--- config.mk ---
export PLATFORM = sky130hd
export DESIGN_NAME = fifo_top
export DESIGN_NICKNAME = d
export VERILOG_FILES = /design/src/design/fifo_mem_pkg.sv /design/src/design/fifo_flag_pkg.sv /design/src/design/fifo_ptr_ctrl.sv /design/src/design/fifo_ram_pipe.sv /design/src/design/fifo_prefetch.sv /design/src/design/fifo_occupancy.sv /design/src/design/fifo_top.sv
export SDC_FILE = /design/constraint.sdc
export NUM_CORES = 1
export LEC_CHECK = 0
export BUFFER_PORTS_ARGS = -buffer_cell sky130_fd_sc_hd__buf_2
export CORE_UTILIZATION = 50
export DETAILED_ROUTE_END_ITERATION = 6
export PLACE_DENSITY = 0.66
export SETUP_SLACK_MARGIN = 0.02
export SLEW_MARGIN = 20
export SYNTH_ARGS = -nofsm -noshare
export SYNTH_HDL_FRONTEND = slang
export SYNTH_SLANG_ARGS = --single-unit
--- constraint.sdc ---
create_clock -name i_clk -period 9.9 [get_ports i_clk]
set_clock_uncertainty 0.05 [all_clocks]
set_input_delay 0.99 -clock i_clk [delete_from_list [all_inputs] [get_ports i_clk]]
set_output_delay 0.99 -clock i_clk [all_outputs]
set_load 0.005 [all_outputs]
--- src/design/fifo_mem_pkg.sv ---
package fifo_mem_pkg;

    // ------------------------------------------------------------------
    // memory geometry
    // ------------------------------------------------------------------

    // words in the memory array
    localparam int DEPTH = 8;

    // payload width
    localparam int DATA_W = 16;

    // memory address width is log2 of DEPTH
    localparam int ADDR_W = 3;

    // count fields carry one extra bit
    localparam int CNT_W = ADDR_W + 1;

    // ------------------------------------------------------------------
    // read pipeline
    // ------------------------------------------------------------------

    // cycles from read strobe to data valid
    localparam int RAM_LAT = 4;

    // one slot per word in flight, plus the head
    localparam int PRE_NUM = RAM_LAT + 1;

endpackage

--- src/design/fifo_flag_pkg.sv ---
package fifo_flag_pkg;

    // ------------------------------------------------------------------
    // occupancy and level flags
    // ------------------------------------------------------------------

    // memory words plus prefetch slots
    localparam int CAP_TOTAL = fifo_mem_pkg::DEPTH + fifo_mem_pkg::PRE_NUM;

    // threshold inputs share the count width
    localparam int TH_W = fifo_mem_pkg::CNT_W;

    // flag values out of reset
    localparam logic AFUL_RST = 1'b0;
    localparam logic AMTY_RST = 1'b1;

endpackage

--- src/design/fifo_ptr_ctrl.sv ---
`timescale 1ns/1ps

module fifo_ptr_ctrl (
    input  logic                              i_clk,
    input  logic                              i_rst_n,
    input  logic                              i_wr,
    input  logic                              i_fetch,
    output logic                              o_mem_wr,
    output logic [fifo_mem_pkg::ADDR_W-1:0]   o_mem_waddr,
    output logic [fifo_mem_pkg::ADDR_W-1:0]   o_mem_raddr,
    output logic                              o_mem_empty,
    output logic                              o_full,
    output logic                              o_ovfl_int
);

    logic [fifo_mem_pkg::ADDR_W-1:0] wr_ptr;
    logic [fifo_mem_pkg::ADDR_W-1:0] rd_ptr;
    logic [fifo_mem_pkg::CNT_W-1:0]  mem_cnt;
    logic [fifo_mem_pkg::CNT_W-1:0]  mem_cnt_nxt;
    logic                            wr_acc;

    // write only when there is room
    assign wr_acc = i_wr & ~o_full;

    // ------------------------------------------------------------------
    // pointers
    // ------------------------------------------------------------------

    always_ff @(posedge i_clk or negedge i_rst_n) begin
        if (!i_rst_n) begin
            wr_ptr <= '0;
        end else if (wr_acc) begin
            if (wr_ptr == fifo_mem_pkg::ADDR_W'(fifo_mem_pkg::DEPTH - 1)) begin
                wr_ptr <= '0;
            end else begin
                wr_ptr <= wr_ptr + 1'b1;
            end
        end
    end

    // fetch is only raised while words are present
    always_ff @(posedge i_clk or negedge i_rst_n) begin
        if (!i_rst_n) begin
            rd_ptr <= '0;
        end else if (i_fetch) begin
            if (rd_ptr == fifo_mem_pkg::ADDR_W'(fifo_mem_pkg::DEPTH - 1)) begin
                rd_ptr <= '0;
            end else begin
                rd_ptr <= rd_ptr + 1'b1;
            end
        end
    end

    // ------------------------------------------------------------------
    // word count and flags
    // ------------------------------------------------------------------

    always_comb begin
        case ({wr_acc, i_fetch})
            2'b10:   mem_cnt_nxt = mem_cnt + 1'b1;
            2'b01:   mem_cnt_nxt = mem_cnt - 1'b1;
            default: mem_cnt_nxt = mem_cnt;
        endcase
    end

    // flags follow the next count, so they land with it
    always_ff @(posedge i_clk or negedge i_rst_n) begin
        if (!i_rst_n) begin
            mem_cnt     <= '0;
            o_full      <= 1'b0;
            o_mem_empty <= 1'b1;
            o_ovfl_int  <= 1'b0;
        end else begin
            mem_cnt     <= mem_cnt_nxt;
            o_full      <= (mem_cnt_nxt == fifo_mem_pkg::CNT_W'(fifo_mem_pkg::DEPTH));
            o_mem_empty <= (mem_cnt_nxt == '0);
            o_ovfl_int  <= i_wr & o_full;
        end
    end

    assign o_mem_wr    = wr_acc;
    assign o_mem_waddr = wr_ptr;
    assign o_mem_raddr = rd_ptr;

endmodule

--- src/design/fifo_ram_pipe.sv ---
`timescale 1ns/1ps

module fifo_ram_pipe (
    input  logic                              i_clk,
    input  logic                              i_rst_n,
    input  logic                              i_wr,
    input  logic [fifo_mem_pkg::ADDR_W-1:0]   i_waddr,
    input  logic [fifo_mem_pkg::DATA_W-1:0]   i_wdata,
    input  logic                              i_rd,
    input  logic [fifo_mem_pkg::ADDR_W-1:0]   i_raddr,
    output logic [fifo_mem_pkg::DATA_W-1:0]   o_rdata,
    output logic                              o_rval
);

    logic [fifo_mem_pkg::DATA_W-1:0] mem       [fifo_mem_pkg::DEPTH];
    logic [fifo_mem_pkg::DATA_W-1:0] data_line [fifo_mem_pkg::RAM_LAT];
    logic [fifo_mem_pkg::RAM_LAT-1:0] val_line;

    always_ff @(posedge i_clk) begin
        if (i_wr) begin
            mem[i_waddr] <= i_wdata;
        end
    end

    // ------------------------------------------------------------------
    // read pipeline of RAM_LAT stages
    // ------------------------------------------------------------------

    always_ff @(posedge i_clk) begin
        data_line[0] <= mem[i_raddr];
        for (int k = 1; k < fifo_mem_pkg::RAM_LAT; k++) begin
            data_line[k] <= data_line[k-1];
        end
    end

    // valid runs beside the data
    always_ff @(posedge i_clk or negedge i_rst_n) begin
        if (!i_rst_n) begin
            val_line <= '0;
        end else begin
            val_line <= {val_line[fifo_mem_pkg::RAM_LAT-2:0], i_rd};
        end
    end

    assign o_rdata = data_line[fifo_mem_pkg::RAM_LAT-1];
    assign o_rval  = val_line[fifo_mem_pkg::RAM_LAT-1];

endmodule

--- src/design/fifo_prefetch.sv ---
`timescale 1ns/1ps

module fifo_prefetch (
    input  logic                              i_clk,
    input  logic                              i_rst_n,
    input  logic                              i_mem_empty,
    input  logic [fifo_mem_pkg::DATA_W-1:0]   i_rdata,
    input  logic                              i_rval,
    input  logic                              i_rd,
    output logic                              o_fetch,
    output logic                              o_pop,
    output logic [fifo_mem_pkg::DATA_W-1:0]   o_dout,
    output logic                              o_empty,
    output logic                              o_unfl_int
);

    logic [fifo_mem_pkg::DATA_W-1:0]  slot_data [fifo_mem_pkg::PRE_NUM];
    logic [fifo_mem_pkg::PRE_NUM-1:0] slot_val;
    logic [fifo_mem_pkg::PRE_NUM-1:0] fill_ring;
    logic [fifo_mem_pkg::PRE_NUM-1:0] pop_ring;
    logic [fifo_mem_pkg::PRE_NUM-1:0] fill_dly [fifo_mem_pkg::RAM_LAT];
    logic [fifo_mem_pkg::PRE_NUM-1:0] land;

    // ------------------------------------------------------------------
    // fetch and pop
    // ------------------------------------------------------------------

    assign o_empty = ~|(slot_val & pop_ring);
    assign o_pop   = i_rd & ~o_empty;

    // refill the popped slot, or fill a free one
    assign o_fetch = ~i_mem_empty & (o_pop | ~|(fill_ring & slot_val));

    always_ff @(posedge i_clk or negedge i_rst_n) begin
        if (!i_rst_n) begin
            fill_ring <= fifo_mem_pkg::PRE_NUM'(1);
            pop_ring  <= fifo_mem_pkg::PRE_NUM'(1);
        end else begin
            if (o_fetch) begin
                fill_ring <= {fill_ring[fifo_mem_pkg::PRE_NUM-2:0],
                              fill_ring[fifo_mem_pkg::PRE_NUM-1]};
            end
            if (o_pop) begin
                pop_ring <= {pop_ring[fifo_mem_pkg::PRE_NUM-2:0],
                             pop_ring[fifo_mem_pkg::PRE_NUM-1]};
            end
        end
    end

    // fill slot travels with the read and lands with i_rval
    always_ff @(posedge i_clk or negedge i_rst_n) begin
        if (!i_rst_n) begin
            for (int k = 0; k < fifo_mem_pkg::RAM_LAT; k++) begin
                fill_dly[k] <= '0;
            end
        end else begin
            fill_dly[0] <= fill_ring;
            for (int k = 1; k < fifo_mem_pkg::RAM_LAT; k++) begin
                fill_dly[k] <= fill_dly[k-1];
            end
        end
    end

    assign land = fill_dly[fifo_mem_pkg::RAM_LAT-1] & {fifo_mem_pkg::PRE_NUM{i_rval}};

    // ------------------------------------------------------------------
    // slots
    // ------------------------------------------------------------------

    always_ff @(posedge i_clk or negedge i_rst_n) begin
        if (!i_rst_n) begin
            slot_val <= '0;
        end else begin
            for (int i = 0; i < fifo_mem_pkg::PRE_NUM; i++) begin
                if (land[i]) begin
                    slot_val[i] <= 1'b1;
                end else if (o_pop && pop_ring[i]) begin
                    slot_val[i] <= 1'b0;
                end
            end
        end
    end

    always_ff @(posedge i_clk) begin
        for (int i = 0; i < fifo_mem_pkg::PRE_NUM; i++) begin
            if (land[i]) begin
                slot_data[i] <= i_rdata;
            end
        end
    end

    // head word through a one-hot mux
    always_comb begin
        o_dout = '0;
        for (int i = 0; i < fifo_mem_pkg::PRE_NUM; i++) begin
            o_dout = o_dout | (slot_data[i] & {fifo_mem_pkg::DATA_W{pop_ring[i]}});
        end
    end

    always_ff @(posedge i_clk or negedge i_rst_n) begin
        if (!i_rst_n) begin
            o_unfl_int <= 1'b0;
        end else begin
            o_unfl_int <= i_rd & o_empty;
        end
    end

endmodule

--- src/design/fifo_occupancy.sv ---
`timescale 1ns/1ps

module fifo_occupancy (
    input  logic                               i_clk,
    input  logic                               i_rst_n,
    input  logic                               i_wr,
    input  logic                               i_pop,
    input  logic [fifo_flag_pkg::TH_W-1:0]     i_aful_th,
    input  logic [fifo_flag_pkg::TH_W-1:0]     i_amty_th,
    output logic [fifo_mem_pkg::CNT_W-1:0]     o_used_cnt,
    output logic                               o_aful,
    output logic                               o_amty
);

    logic [fifo_mem_pkg::CNT_W-1:0] cnt_nxt;
    logic [fifo_flag_pkg::TH_W-1:0] aful_lvl;

    // ------------------------------------------------------------------
    // total count over memory and prefetch
    // ------------------------------------------------------------------

    always_comb begin
        case ({i_wr, i_pop})
            2'b10:   cnt_nxt = o_used_cnt + 1'b1;
            2'b01:   cnt_nxt = o_used_cnt - 1'b1;
            default: cnt_nxt = o_used_cnt;
        endcase
    end

    // almost-full level counted down from capacity
    assign aful_lvl = fifo_flag_pkg::TH_W'(fifo_flag_pkg::CAP_TOTAL) - i_aful_th;

    always_ff @(posedge i_clk or negedge i_rst_n) begin
        if (!i_rst_n) begin
            o_used_cnt <= '0;
            o_aful     <= fifo_flag_pkg::AFUL_RST;
            o_amty     <= fifo_flag_pkg::AMTY_RST;
        end else begin
            o_used_cnt <= cnt_nxt;
            o_aful     <= (cnt_nxt >= aful_lvl);
            o_amty     <= (cnt_nxt <= i_amty_th);
        end
    end

endmodule

--- src/design/fifo_top.sv ---
`timescale 1ns/1ps

module fifo_top (
    input  logic                               i_clk,
    input  logic                               i_rst_n,
    input  logic                               i_wr,
    input  logic [fifo_mem_pkg::DATA_W-1:0]    i_din,
    input  logic                               i_rd,
    input  logic [fifo_flag_pkg::TH_W-1:0]     i_aful_th,
    input  logic [fifo_flag_pkg::TH_W-1:0]     i_amty_th,
    output logic [fifo_mem_pkg::DATA_W-1:0]    o_dout,
    output logic                               o_full,
    output logic                               o_empty,
    output logic                               o_aful,
    output logic                               o_amty,
    output logic                               o_ovfl_int,
    output logic                               o_unfl_int,
    output logic [fifo_mem_pkg::CNT_W-1:0]     o_used_cnt
);

    logic                            mem_wr;
    logic [fifo_mem_pkg::ADDR_W-1:0] mem_waddr;
    logic [fifo_mem_pkg::ADDR_W-1:0] mem_raddr;
    logic                            mem_empty;
    logic                            fetch;
    logic                            pop;
    logic [fifo_mem_pkg::DATA_W-1:0] rd_data;
    logic                            rd_val;

    fifo_ptr_ctrl ptr_ctrl_i (
        .i_clk       (i_clk),
        .i_rst_n     (i_rst_n),
        .i_wr        (i_wr),
        .i_fetch     (fetch),
        .o_mem_wr    (mem_wr),
        .o_mem_waddr (mem_waddr),
        .o_mem_raddr (mem_raddr),
        .o_mem_empty (mem_empty),
        .o_full      (o_full),
        .o_ovfl_int  (o_ovfl_int)
    );

    fifo_ram_pipe ram_pipe_i (
        .i_clk   (i_clk),
        .i_rst_n (i_rst_n),
        .i_wr    (mem_wr),
        .i_waddr (mem_waddr),
        .i_wdata (i_din),
        .i_rd    (fetch),
        .i_raddr (mem_raddr),
        .o_rdata (rd_data),
        .o_rval  (rd_val)
    );

    // FWFT head and read side
    fifo_prefetch prefetch_i (
        .i_clk       (i_clk),
        .i_rst_n     (i_rst_n),
        .i_mem_empty (mem_empty),
        .i_rdata     (rd_data),
        .i_rval      (rd_val),
        .i_rd        (i_rd),
        .o_fetch     (fetch),
        .o_pop       (pop),
        .o_dout      (o_dout),
        .o_empty     (o_empty),
        .o_unfl_int  (o_unfl_int)
    );

    fifo_occupancy occupancy_i (
        .i_clk      (i_clk),
        .i_rst_n    (i_rst_n),
        .i_wr       (mem_wr),
        .i_pop      (pop),
        .i_aful_th  (i_aful_th),
        .i_amty_th  (i_amty_th),
        .o_used_cnt (o_used_cnt),
        .o_aful     (o_aful),
        .o_amty     (o_amty)
    );

endmodule

# Word-level counts from Yosys, hierarchy flattened
# Memories as Yosys holds them, arrays and structs flattened.
# Cells that the tools add are included.
# op_classes
add_sub_neg,7
multipliers,0
div_mod_pow,0
order_cmp,2
eq_ne,7
shifts,0
n_mux,26
n_bitwise,20
reduce_logical,15
# ops
cell,n
16-bit AND,5
16-bit bitwise OR,4
1-bit two-way mux,22
4-bit case mux with 2 select lines,2
5-bit AND,3
2-bit nonzero test,5
5-bit OR reduction,2
"4-bit by 1-bit adder with 4-bit output, second input constant",2
"4-bit by 1-bit subtractor with 4-bit output, second input constant",2
"3-bit by 1-bit adder with 3-bit output, second input constant",2
"3-bit equality test, second input constant",2
3-bit two-way mux,2
1-bit AND,5
1-bit logical AND,5
"2-bit by 1-bit equality test with 1-bit output, second input constant",2
"2-bit equality test, second input constant",2
"4-bit equality test, second input constant",1
4-bit >= comparator,1
4-bit less-or-equal comparator,1
4-bit zero test,1
"4-bit subtractor, first input constant",1
1-bit zero test,2
1-bit NOT,2
1-bit bitwise OR,1
# word_totals
ff_bits,59
latchBits,0
ramBits,272
mem_bits_ro,0
in_bits,28
out_inout_bits,26
wordCells,102
memories,3
# memory_table
name,depth,word_bits,read_ports,rd_clocked_by_memory_dff,wr,line_no,text
ram_pipe_i.mem,8,16,1,0,1,fifo_ram_pipe.sv:15,logic [fifo_mem_pkg::DATA_W-1:0] mem [fifo_mem_pkg::DEPTH];
prefetch_i.slot_data,5,16,5,0,5,fifo_prefetch.sv:17,logic [fifo_mem_pkg::DATA_W-1:0] slot_data [fifo_mem_pkg::PRE_NUM];
ram_pipe_i.data_line,4,16,4,0,4,fifo_ram_pipe.sv:16,logic [fifo_mem_pkg::DATA_W-1:0] data_line [fifo_mem_pkg::RAM_LAT];

# Depth between registers and ports, before layout
# Gate-level depths: netlist (run 1).
# depth
ltp_word,8
depth_mapped,14
mapped_depth_nobuf,14

# Hierarchy
# A second synthesis (run 1) with hierarchy kept.
# hier_totals
cells_unflattened,589
hier_area_um2,11581.1
# modules_own_cells
module,n_inst,cells_per_inst,area_per_inst_um2,seq_area_each_um2
fifo_ram_pipe,1,266,6354.8,5225.0
fifo_prefetch,1,209,3976.3,3305.7
fifo_ptr_ctrl,1,60,715.7,326.6
fifo_occupancy,1,54,534.3,151.4

# Least setup slack after synthesis (run 1)
# No wires, ideal clock.
# synth_timing
path_type,input port to flip-flop
startpoint,in i_rd
endpoint,reg occupancy_i.o_aful
setup_time_ns,0.131
t_arrival_ns,3.240
required_time_ns,9.719
path_slack_ns,6.479
cell_stages,12
n_path_buf,0
cell_sequence,a21boi_2 -> ha_1 -> xor2_1 -> ha_1 -> a21oi_1 -> xor2_1 -> nor2_1 -> xor2_1 -> ha_1 -> a21oi_1 -> o21ai_0 -> maj3_1
# synth_via
elab_chain_cells,4
elab_cells_between_ends,5
classes_between,1 x order compare; 2 x eq/ne; 1 x mux; 1 x bitwise
# synth_lines
element,line_no,text
start: declaration,fifo_top.sv:8,"input logic i_rd,"
1-bit AND *,fifo_prefetch.sv:29,assign o_pop = i_rd & ~o_empty;
2-bit by 1-bit equality test with 1-bit output / 2-bit equality test (equally long branches),fifo_occupancy.sv:23,"case ({i_wr, i_pop})"
4-bit case mux with 2 select lines *,fifo_occupancy.sv:23,
"named net occupancy_i.cnt_nxt, one bit",fifo_occupancy.sv:15,logic [fifo_mem_pkg::CNT_W-1:0] cnt_nxt;
4-bit >= comparator *,fifo_occupancy.sv:40,o_aful <= (cnt_nxt >= aful_lvl);
end signal: assignment,fifo_occupancy.sv:36,o_aful <= fifo_flag_pkg::AFUL_RST;
end signal: assignment,fifo_occupancy.sv:40,
end: declaration,fifo_occupancy.sv:11,"output logic o_aful,"
# Mark *: on every way through the listed nets, which the timed path passes. The rest lies on a longest branch.
# A chain may end at the register's enable or synchronous reset.

# Worst setup path in the final report (run 1)
# layout_timing
startpoint,reg prefetch_i.pop_ring[1] (netlist bit)
endpoint,reg occupancy_i.o_aful
# layout_via
elab_chain_cells,6
elab_cells_between_ends,7
classes_between,1 x order compare; 2 x eq/ne; 1 x mux; 2 x bitwise; 1 x reduce/logical
# layout_lines
element,line_no,text
start: declaration,fifo_prefetch.sv:20,logic [fifo_mem_pkg::PRE_NUM-1:0] pop_ring;
start signal: assignment,fifo_prefetch.sv:37,pop_ring <= fifo_mem_pkg::PRE_NUM'(1);
start signal: assignment,fifo_prefetch.sv:44,"pop_ring <= {pop_ring[fifo_mem_pkg::PRE_NUM-2:0],"
5-bit AND *,fifo_prefetch.sv:28,assign o_empty = ~|(slot_val & pop_ring);
5-bit OR reduction *,fifo_prefetch.sv:28,
1-bit AND *,fifo_prefetch.sv:29,
2-bit by 1-bit equality test with 1-bit output / 2-bit equality test (equally long branches),fifo_occupancy.sv:23,
4-bit case mux with 2 select lines *,fifo_occupancy.sv:23,
"named net occupancy_i.cnt_nxt, one bit",fifo_occupancy.sv:15,
4-bit >= comparator *,fifo_occupancy.sv:40,
# Marked as above.

==> metrics.txt, run 1 <==
drt via density=5.433; via count=5,161; H-tree Lvls=1; Synth Area in XOR/XNOR=0.7730%; Area contributors post-synth=edfxtp_1, dfrtp_1, dfxtp_1, mux4_2, mux2_2; hold buffers post-CTS=0; CP Capture Type=register; complex-gate fraction of the synthesized area=4.251%; Yosys cell types=41; Synth Area per Inst=19.67 um2; setup bufs post-CTS=0; dpl hpwl=10,550 um; Die Height=152.5 um; die area=23,270 um2; Synth Register Bits=331; Primary FF master, synth=edfxtp_1; fmax=0.2519 GHz; minimum clock period=3970 ps; total detailed-routing wirelength=18,630 um; Core Util, Final=59.24%; Placeable Area=22,030 um2; CP Cell Sequence=a222oi_1, a21boi_2, ha_1, xor2_1, ha_1, a21oi_1, xor2_1, nor2_1, xor2_1, ha_1, a21oi_1, o21ai_0, maj3_1; Slowest-stage cell, CP=dfrtp_1; Yosys Warn Count=0; clock root buffer=clkbuf_16; register area=9011 um2; status=complete, but fails checks; largest net degree at the start of global routing=60; Fillers=1,626; setup TNS=0 ps; Synth Instances=576; mux cell area share after synthesis=9.530%; fraction of layout instances using a drive strength above 1=28.40%; wire per inst=19.61 um; Worst-Margin Slew=1091 ps; grt ovf=0; Lkg Pwr=4.911 nW; Pre-antenna DRT Iters=7; # DRC=6; initial antenna violation count=1; EDFF count, synth=208; total clock sinks=331; All-Layer GR Usage=16.48%; power per cell area=283.3 nW/um2; worst-case clock buffer depth=3; top cell type's share of synthesized area=55.12%; number of core rows=54; commonest non-fill, non-tap cell in the layout=edfxtp_1; Max-Cap Viols=0; simple-gate area share of the yosys netlist=2.683%; Hold WC Path Type=reg2reg; Skew-Pair Late Insertion Delay=540 ps; fin crit share=40.10%; Final Hold Viols=0; Critical Path Start Type=register; CP max FO=20; VDD IR max=185.0 uV; DIE WIDTH=152.5 um; syn nets=623; Post-Syn Area=11,330 um2; most frequent cells in the layout=edfxtp_1, dfxtp_1, buf_2, dfrtp_1, clkbuf_16; largest family of logic cells by synthesized area=multiplexers; CP peak stage delay=820 ps; vias in the first global route=5,485; number of routed nets with antenna violations=0; Final Setup Violations=0; IO buf count=53; area of the multi-input gates=2271 um2; failing checks=DRC; crit path DAT=4340 ps; number of CTS-inserted buffers=31; Design Power=3.696 mW; first-pass GRT wire length=29,430 um; starting density of the core=51.44%; post_cts resized=0; crit path kind=reg2reg; synthesis-to-finish area growth=15.16%; Top-Level Pins=54; Top delay family on crit path=adder cells; asr flop ratio synth=17.82%; Iteration-0 DRC Markers=381; adder and majority gate portion of the synthesized area=2.253%; worst rel slew slack=27.17%; clk slew on worst S/H paths=60 ps; Worst Path Buf+Inv=0; post-layout net count=692; Critical Path RT=10,270 ps; GP Congestion=0.7613; RSZ-0062 raised after global routing=no; share of the yosys chip area belonging to registers=79.51%; post-synth top area cell=edfxtp_1; max-slew violations=0; CTS tree=built
-- synthesized netlist by cell type, drive strengths merged, types with 2 or more instances --
master / instances
nor3: 3
o21ai: 8
a222oi: 18
buf: 6
edfxtp: 208
nor2b: 3
ha: 18
mux2: 30
dfrtp: 55
nand2: 28
a21oi: 5
dfxtp: 64
a22oi: 18
and2: 7
nand3b: 2
mux4: 32
dfstp: 4
xnor2: 2
a21o: 7
nor2: 11
nand2b: 5
xor2: 8
inv: 9
clkbuf: 14
-- cell type report --
class / count / share of cell area, %
Antenna cell: 1 / 0.01918
Sequential cell: 331 / 69.06
Tap cell: 280 / 2.685
Inverter: 9 / 0.2589
Timing Repair Buffer: 56 / 2.263
Multi-Input combinational cell: 216 / 17.40
Clock buffer: 50 / 7.834
Clock inverter: 7 / 0.4794
-- logic make-up after synthesis --
kind of cell	after synthesis
muxes	63
AOI/OAI and AO/OA	60
and+or+nand+nor	63
DFF	331
xor gates and xnor gates	10
adders and majority gates	20
buffers and inverters	29
-- per-layer routing --
layer	global-route usage, %	share of wire [%]
met4	5.147	2.4
met5	0	0
met3	3.328	4.9
met2	28.64	50
met1	20.93	43
-- worst reg2reg max path, cell delays in order (launching register included) --
cell and delay [ps]:
dfrtp_1 820, a222oi_1 310, a21boi_2 520, ha_1 350, xor2_1 180, ha_1 160
a21oi_1 50, xor2_1 150, nor2_1 130, xor2_1 250, ha_1 290, a21oi_1 140
o21ai_0 100, maj3_1 330
-- power by group --
group / internal [mW] / total, mW / switching (mW)
logic: 0.294 / 0.546 / 0.252
clock network: 0.730 / 1.20 / 0.473
registers: 1.78 / 1.95 / 0.168
total: 2.80 / 3.70 / 0.892
-- state kept, by name, summed over array words and instances (netlist names) --
name                    cells
occupancy_i.o_amty          1
prefetch_i.fill_ring        5
ram_pipe_i.data_line       64
ram_pipe_i.val_line         4
ptr_ctrl_i.o_mem_raddr      3
ptr_ctrl_i.o_mem_empty      1
occupancy_i.o_aful          1
prefetch_i.slot_data       80
ptr_ctrl_i.o_full           1
prefetch_i.slot_val         5
ram_pipe_i.mem            128
occupancy_i.o_used_cnt      4
prefetch_i.pop_ring         5
prefetch_i.o_unfl_int       1
ptr_ctrl_i.o_mem_waddr      3
prefetch_i.fill_dly        20
ptr_ctrl_i.o_ovfl_int       1
ptr_ctrl_i.mem_cnt          4
-- final timing paths --
kind | slack [ps] | depth (start not counted) | startpoint | to
hold reg to reg | 270 | 0 | ram_pipe_i.data_line[1][1] | ram_pipe_i.data_line[2][1]
setup / recovery | 5930 | 13 | prefetch_i.pop_ring[1] | occupancy_i.o_aful
min in group asynchronous | 540 | 2 | i_rst_n | ptr_ctrl_i.mem_cnt[0]
hold / removal | 270 | 0 | ram_pipe_i.data_line[1][1] | ram_pipe_i.data_line[2][1]
setup reg to reg | 5930 | 13 | prefetch_i.pop_ring[1] | occupancy_i.o_aful
max in group asynchronous | 8740 | 2 | i_rst_n | ptr_ctrl_i.o_mem_raddr[0]
-- metrics by stage --
step / hold slack, ps / std cells / cell area, um2 / setup WS (ps)
global route: 278.6 / 949 / 13050 / 5734
CTS: 273.9 / 948 / 13030 / 5924
finish: 273.0 / 950 / 13050 / 5930
global placement: 262.7 / 891 / 11920 / 6076
floorplan: 259.6 / 576 / 11330 / 6479
detailed placement: 262.1 / 891 / 11940 / 5945
Power figures use the tool's default switching activity.
==> inputs of run 2 (changes only) <==
clock period = 3.7 ns   (was 9.9 ns; I/O delays follow)
==> run 2 against run 1 <==
- die area unchanged
- design area grew 0.46%
- the run still ends with DRC left
- count of clock-buffer cells in the layout shrank 2
==> metrics.txt, run 2 (synthesized netlist as in run 1, its figures left out) <==
number of CTS-inserted buffers=31 (unchanged); Pre-antenna DRT Iters=7 (unchanged); Die Height=152.5 um (unchanged); drt via density=5.402 (was 5.433); area of the multi-input gates=2238 um2 (was 2271 um2); Lkg Pwr=4.972 nW (was 4.911 nW); H-tree Lvls=1 (unchanged); Worst-Margin Slew=1043 ps (was 1091 ps); GP Congestion=0.7445 (was 0.7613); IO buf count=53 (unchanged); Max-Cap Viols=0 (unchanged); Skew-Pair Late Insertion Delay=550 ps (was 540 ps); total clock sinks=331 (unchanged); number of core rows=54 (unchanged); Setup Slack @ Placement=260.1 ps (was 5945 ps); post-layout net count=709 (was 692); Iteration-0 DRC Markers=353 (was 381); most frequent cells in the layout=edfxtp_1, dfxtp_1, dfrtp_1 (was edfxtp_1, dfxtp_1, buf_2, dfrtp_1, clkbuf_16); crit path kind=reg2reg (unchanged); WHS=22.65 ps (was 273.0 ps); Core Util, Final=59.51% (was 59.24%); clk slew on worst S/H paths=60 ps (about the same); dpl hpwl=11,200 um (was 10,550 um); Placeable Area=22,030 um2 (unchanged); setup TNS=0 ps (unchanged); vias in the first global route=5,531 (was 5,485); failing checks=DRC (unchanged); Top delay family on crit path=adder cells (unchanged); first-pass GRT wire length=30,820 um (was 29,430 um); CP max FO=5 (was 20); Non-Filler Instances=969 (was 950); largest net degree at the start of global routing=34 (was 60); All-Layer GR Usage=17.40% (was 16.48%); minimum clock period=3299 ps (was 3970 ps); fmax=0.3031 GHz (was 0.2519 GHz); worst rel slew slack=30.50% (was 27.17%); max-slew violations=0 (unchanged); hold endpoint=ptr_ctrl_i.o_ovfl_int (was ram_pipe_i.data_line[2][1]); CP peak stage delay=400 ps (was 820 ps); Hold WC Path Type=in2reg (was reg2reg); RR Startpoint=prefetch_i.pop_ring[1] (unchanged); worst-case clock buffer depth=3 (unchanged); CP Cell Sequence=a222oi_1, buf_4, a21boi_2, ha_1, xor2_1, ha_1, a21oi_1, xor2_1, nor2_1, xor2_1, ha_1, a21oi_1, o21ai_0, maj3_1 (was a222oi_1, a21boi_2, ha_1, xor2_1, ha_1, a21oi_1, xor2_1, nor2_1, xor2_1, ha_1, a21oi_1, o21ai_0, maj3_1); synthesis-to-finish area growth=15.69% (was 15.16%); Final Cell Area=13,110 um2 (was 13,050 um2); dpl cell area=12,030 um2 (was 11,940 um2); Slowest-stage cell, CP=dfrtp_1 (unchanged); via count=5,235 (was 5,161); Design Power=9.849 mW (was 3.696 mW); starting density of the core=51.44% (unchanged); internal reg-to-reg setup slack=400 ps (was 5930 ps); post-route setup slack=400.5 ps (was 5930 ps); Fillers=1,625 (was 1,626); commonest non-fill, non-tap cell in the layout=edfxtp_1 (unchanged); grt ovf=0 (unchanged); # DRC=6 (unchanged); largest registers=ram_pipe_i.mem x128, prefetch_i.slot_data x80, ram_pipe_i.data_line x64 (unchanged); initial antenna violation count=1 (unchanged); Final Hold Viols=0 (unchanged); crit path DAT=3670 ps (was 4340 ps); Largest Register=ram_pipe_i.mem (unchanged); number of flip-flops in the largest register=128 (unchanged); post_cts resized=0 (unchanged); Critical Path RT=4070 ps (was 10,270 ps); CP Capture Type=register (unchanged); Inst Count DP=906 (was 891); status=complete, but fails checks (unchanged); Worst Path Buf+Inv=1 (was 0); register area=9010 um2 (was 9011 um2); fin crit share=89.18% (was 40.10%); Top-Level Pins=54 (unchanged); RSZ-0062 raised after global routing=no (unchanged); die area=23,270 um2 (unchanged); worst hold start=i_wr (was ram_pipe_i.data_line[1][1]); Final Setup Violations=0 (unchanged); fraction of layout instances using a drive strength above 1=28.68% (was 28.40%); Critical Path Start Type=register (unchanged); DIE WIDTH=152.5 um (unchanged); number of routed nets with antenna violations=0 (unchanged); number of cells on the critical path=14 (was 13); reg2reg path depth=14 (was 13); Min-Delay Path Depth=2 (was 0); clock root buffer=clkbuf_16 (unchanged); total detailed-routing wirelength=19,610 um (was 18,630 um); power per cell area=751.4 nW/um2 (was 283.3 nW/um2); CTS tree=built (unchanged); VDD IR max=461.0 uV (was 185.0 uV); wire per inst=20.24 um (was 19.61 um); reg2reg end=occupancy_i.o_aful (unchanged)
[run 2: cell type report]
type	instances	area share (%)
inverter	9	0.2577
sequential	331	68.73
clock inverter	10	0.8304
tap	280	2.673
antenna	2	0.03818
multi-input combinational	216	17.08
clock buffer	48	7.206
timing repair buffer	73	3.188
[run 2: routing by layer]
layer	up-vias	routed length (um)	global-route usage, %	part of all wire (%)
met5	-	0	0	0
met4	0	391	4.425	2.0
met3	32	1000	3.129	5.1
met2	123	9831	29.84	50
met1	2660	8386	23.17	43
li1	2420	-	-	-
[run 2: power by group]
part | internal, mW | switching (mW)
Combinational | 0.803 | 0.690
Clock | 1.90 | 1.28
Sequential | 4.76 | 0.423
Total | 7.46 | 2.39
[run 2: how the worst max path moves through the flow]
stage | startpoint | to | slack (ps)
6_report | prefetch_i.pop_ring[1] | occupancy_i.o_aful | 400
5_1_grt | prefetch_i.pop_ring[1] | occupancy_i.o_aful | 150
4_1_cts | prefetch_i.slot_val[1] | occupancy_i.o_aful | 250
3_5_place_dp | prefetch_i.slot_val[1] | occupancy_i.o_aful | 260
3_3_place_gp | prefetch_i.slot_val[1] | occupancy_i.o_aful | 500
2_1_floorplan | prefetch_i.slot_val[1] | occupancy_i.o_aful | 570
[run 2: worst register-to-register path: stages (launching register included)]
cell	delay, ps
dfrtp_1	400
a222oi_1	330
buf_4	180
a21boi_2	60
ha_1	260
xor2_1	190
ha_1	200
a21oi_1	160
xor2_1	180
nor2_1	70
xor2_1	240
ha_1	300
a21oi_1	140
o21ai_0	90
maj3_1	330
[run 2: timing repair]
item                                    CTS  global route
buffers inserted                          0             2
endpoints found under the hold margin    23             0
hold buffers                              1             0
endpoints found under the setup margin    0             1
==> inputs of run 3 (changes only) <==
BUFFER_PORTS_ARGS = -buffer_cell sky130_fd_sc_hd__clkbuf_2   (was -buffer_cell sky130_fd_sc_hd__buf_2)
clock period = 3.76 ns   (was 3.7 ns; I/O delays follow)
==> run 3 against run 2 <==
- the run still ends with DRC left
- wire length is 1.0% lower
- power is 1.6% lower
- sequential power hardly changed
- design area is 0.26% lower
- largest cell class unchanged
==> metrics.txt, run 3 (synthesized netlist as in run 1, its figures left out) <==
RSZ-0062 raised after global routing=no (unchanged); dpl hpwl=11,060 um (was 11,200 um); number of routed nets with antenna violations=0 (unchanged); fmax=0.2804 GHz (was 0.3031 GHz); number of CTS-inserted buffers=31 (unchanged); clock root buffer=clkbuf_16 (unchanged); number of flip-flops in the largest register=128 (unchanged); clk slew on worst S/H paths=60 ps (about the same); GP Congestion=0.7915 (was 0.7445); IO buf count=53 (unchanged); worst hold start=i_wr (unchanged); Worst-Margin Slew=1044 ps (was 1043 ps); Slowest-stage cell, CP=a222oi_1 (was dfrtp_1); setup TNS=0 ps (unchanged); fraction of layout instances using a drive strength above 1=29.28% (was 28.68%); starting density of the core=51.44% (unchanged); synthesis-to-finish area growth=15.39% (was 15.69%); vias in the first global route=5,673 (was 5,531); Critical Path RT=4140 ps (was 4070 ps); worst rel slew slack=30.43% (was 30.50%); crit path DAT=3950 ps (was 3670 ps); total clock sinks=331 (unchanged); minimum clock period=3566 ps (was 3299 ps); CP max FO=8 (was 5); Reg power frac=53.7% (was 52.6%); H-tree Lvls=1 (unchanged); Design Power=9.693 mW (was 9.849 mW); drt via density=5.456 (was 5.402); Largest Register=ram_pipe_i.mem (unchanged); status=complete, but fails checks (unchanged); post_cts resized=0 (unchanged); crit path from=prefetch_i.slot_val[1] (was prefetch_i.pop_ring[1]); crit path kind=reg2reg (unchanged); internal power=7.337 mW (was 7.461 mW); Die Height=152.5 um (unchanged); WHS=31.20 ps (was 22.65 ps); Lkg Pwr=4.951 nW (was 4.972 nW); Critical Path Start Type=register (unchanged); Logic pwr share=14.0% (was 15.2%); Clock Power Share=32.2% (about the same); CTS tree=built (unchanged); Pre-antenna DRT Iters=7 (unchanged); Placeable Area=22,030 um2 (unchanged); Psw=2.356 mW (was 2.388 mW); initial antenna violation count=1 (unchanged); Final Hold Viols=0 (unchanged); Setup Slack @ Placement=248.4 ps (was 260.1 ps); Iteration-0 DRC Markers=365 (was 353); RR Startpoint=prefetch_i.slot_val[1] (was prefetch_i.pop_ring[1]); setup bufs post-CTS=0 (unchanged); Skew-Pair Late Insertion Delay=550 ps (about the same); grt ovf=0 (unchanged); fin crit share=94.85% (was 89.18%); Fillers=1,602 (was 1,625); CP Cell Sequence=a222oi_1, a21boi_2, ha_1, xor2_1, ha_1, a21oi_1, xor2_1, nor2_1, xor2_1, ha_1, a21oi_1, o21ai_0, maj3_1 (was a222oi_1, buf_4, a21boi_2, ha_1, xor2_1, ha_1, a21oi_1, xor2_1, nor2_1, xor2_1, ha_1, a21oi_1, o21ai_0, maj3_1); first-pass GRT wire length=30,930 um (was 30,820 um); Final Setup Violations=0 (unchanged); total detailed-routing wirelength=19,410 um (was 19,610 um); number of core rows=54 (unchanged); Hold WC Path Type=in2reg (unchanged); worst-case clock buffer depth=3 (unchanged); largest net degree at the start of global routing=43 (was 34); max-slew violations=0 (unchanged); die area=23,270 um2 (unchanged); power per cell area=741.3 nW/um2 (was 751.4 nW/um2); VDD IR max=448.1 uV (was 461.0 uV); sw frac=24.31% (was 24.25%); All-Layer GR Usage=17.41% (was 17.40%); Max-Cap Viols=0 (unchanged); failing checks=DRC (unchanged); wire per inst=20.13 um (was 20.24 um); DIE WIDTH=152.5 um (unchanged); Top-Level Pins=54 (unchanged); via count=5,260 (was 5,235); CP Capture Type=register (unchanged); post-layout net count=705 (was 709); largest registers=ram_pipe_i.mem x128, prefetch_i.slot_data x80, ram_pipe_i.data_line x64 (unchanged); CP peak stage delay=540 ps (was 400 ps); # DRC=6 (unchanged); commonest non-fill, non-tap cell in the layout=edfxtp_1 (unchanged); post-route setup slack=193.7 ps (was 400.5 ps); most frequent cells in the layout=edfxtp_1, dfxtp_1, dfrtp_1 (unchanged)
[run 3: cell types whose count changed in the layout (fill, tap and decap cells not counted), sizes merged]
cell,delta
buf,-56
bufinv,+2
clkbuf,+42
clkinv,+7
clkinvlp,+1
diode,-1
[run 3: metrics by stage]
stage	cell area, um2	cells	utilization (%)
3_3_place_gp	12010	904	54.53
6_report	13080	964	59.36
2_1_floorplan	11330	576	-
5_1_grt	13070	963	59.35
3_5_place_dp	12010	904	54.53
4_1_cts	13070	963	59.35
[run 3: per-layer routing]
layer / track usage, % / vias to the layer above / wire, um
met2: 30.72 / 134 / 9853
met3: 3.214 / 36 / 1106
met5: 0 / - / 0
met1: 22.10 / 2683 / 8037
met4: 5.002 / 0 / 412
li1: - / 2407 / -
[run 3: path summary, 6_finish.rpt]
path,to,slack (ps),cells past startpoint
min in group asynchronous,occupancy_i.o_used_cnt[1],460,2
hold reg to reg,ram_pipe_i.data_line[3][14],270,0
max in group asynchronous,prefetch_i.fill_ring[0],2340,3
setup / recovery,occupancy_i.o_aful,190,13
setup reg to reg,occupancy_i.o_aful,190,13
hold / removal,ptr_ctrl_i.o_ovfl_int,30,2
[run 3: area by class of cell]
cell class	instances	area, um2	area share [%]
sequential	331	9011	68.92
antenna	1	2.502	0.01914
clock buffer	38	842.1	6.440
timing repair buffer	69	387.9	2.967
inverter	9	33.78	0.2584
multi-input combinational	216	2238	17.12
clock inverter	20	209.0	1.598
tap	280	350.3	2.679
[run 3: repair_timing]
action | in CTS | in global routing
setup endpoints to repair | 0 | 0
hold endpoints to repair | 38 | 0
hold buffers | 1 | 0
[run 3: power by group through the flow]
stage | combinational (mW) | clock [mW] | sequential (mW)
global placement | 1.31 | 0 | 5.25
CTS | 1.39 | 3.19 | 5.23
global route | 1.49 | 3.33 | 5.31
detailed placement | 1.38 | 0 | 5.30
finish | 1.36 | 3.13 | 5.21
floorplan | 1.16 | 0 | 4.96
[run 3: critical path: cells and delay by family (launching register included)]
kind            cells  cell delay [ps]
compound gates      5             1190
flops               1              400
fa+ha+maj           4             1130
xor+xnor            3              600
simple gates        1               70
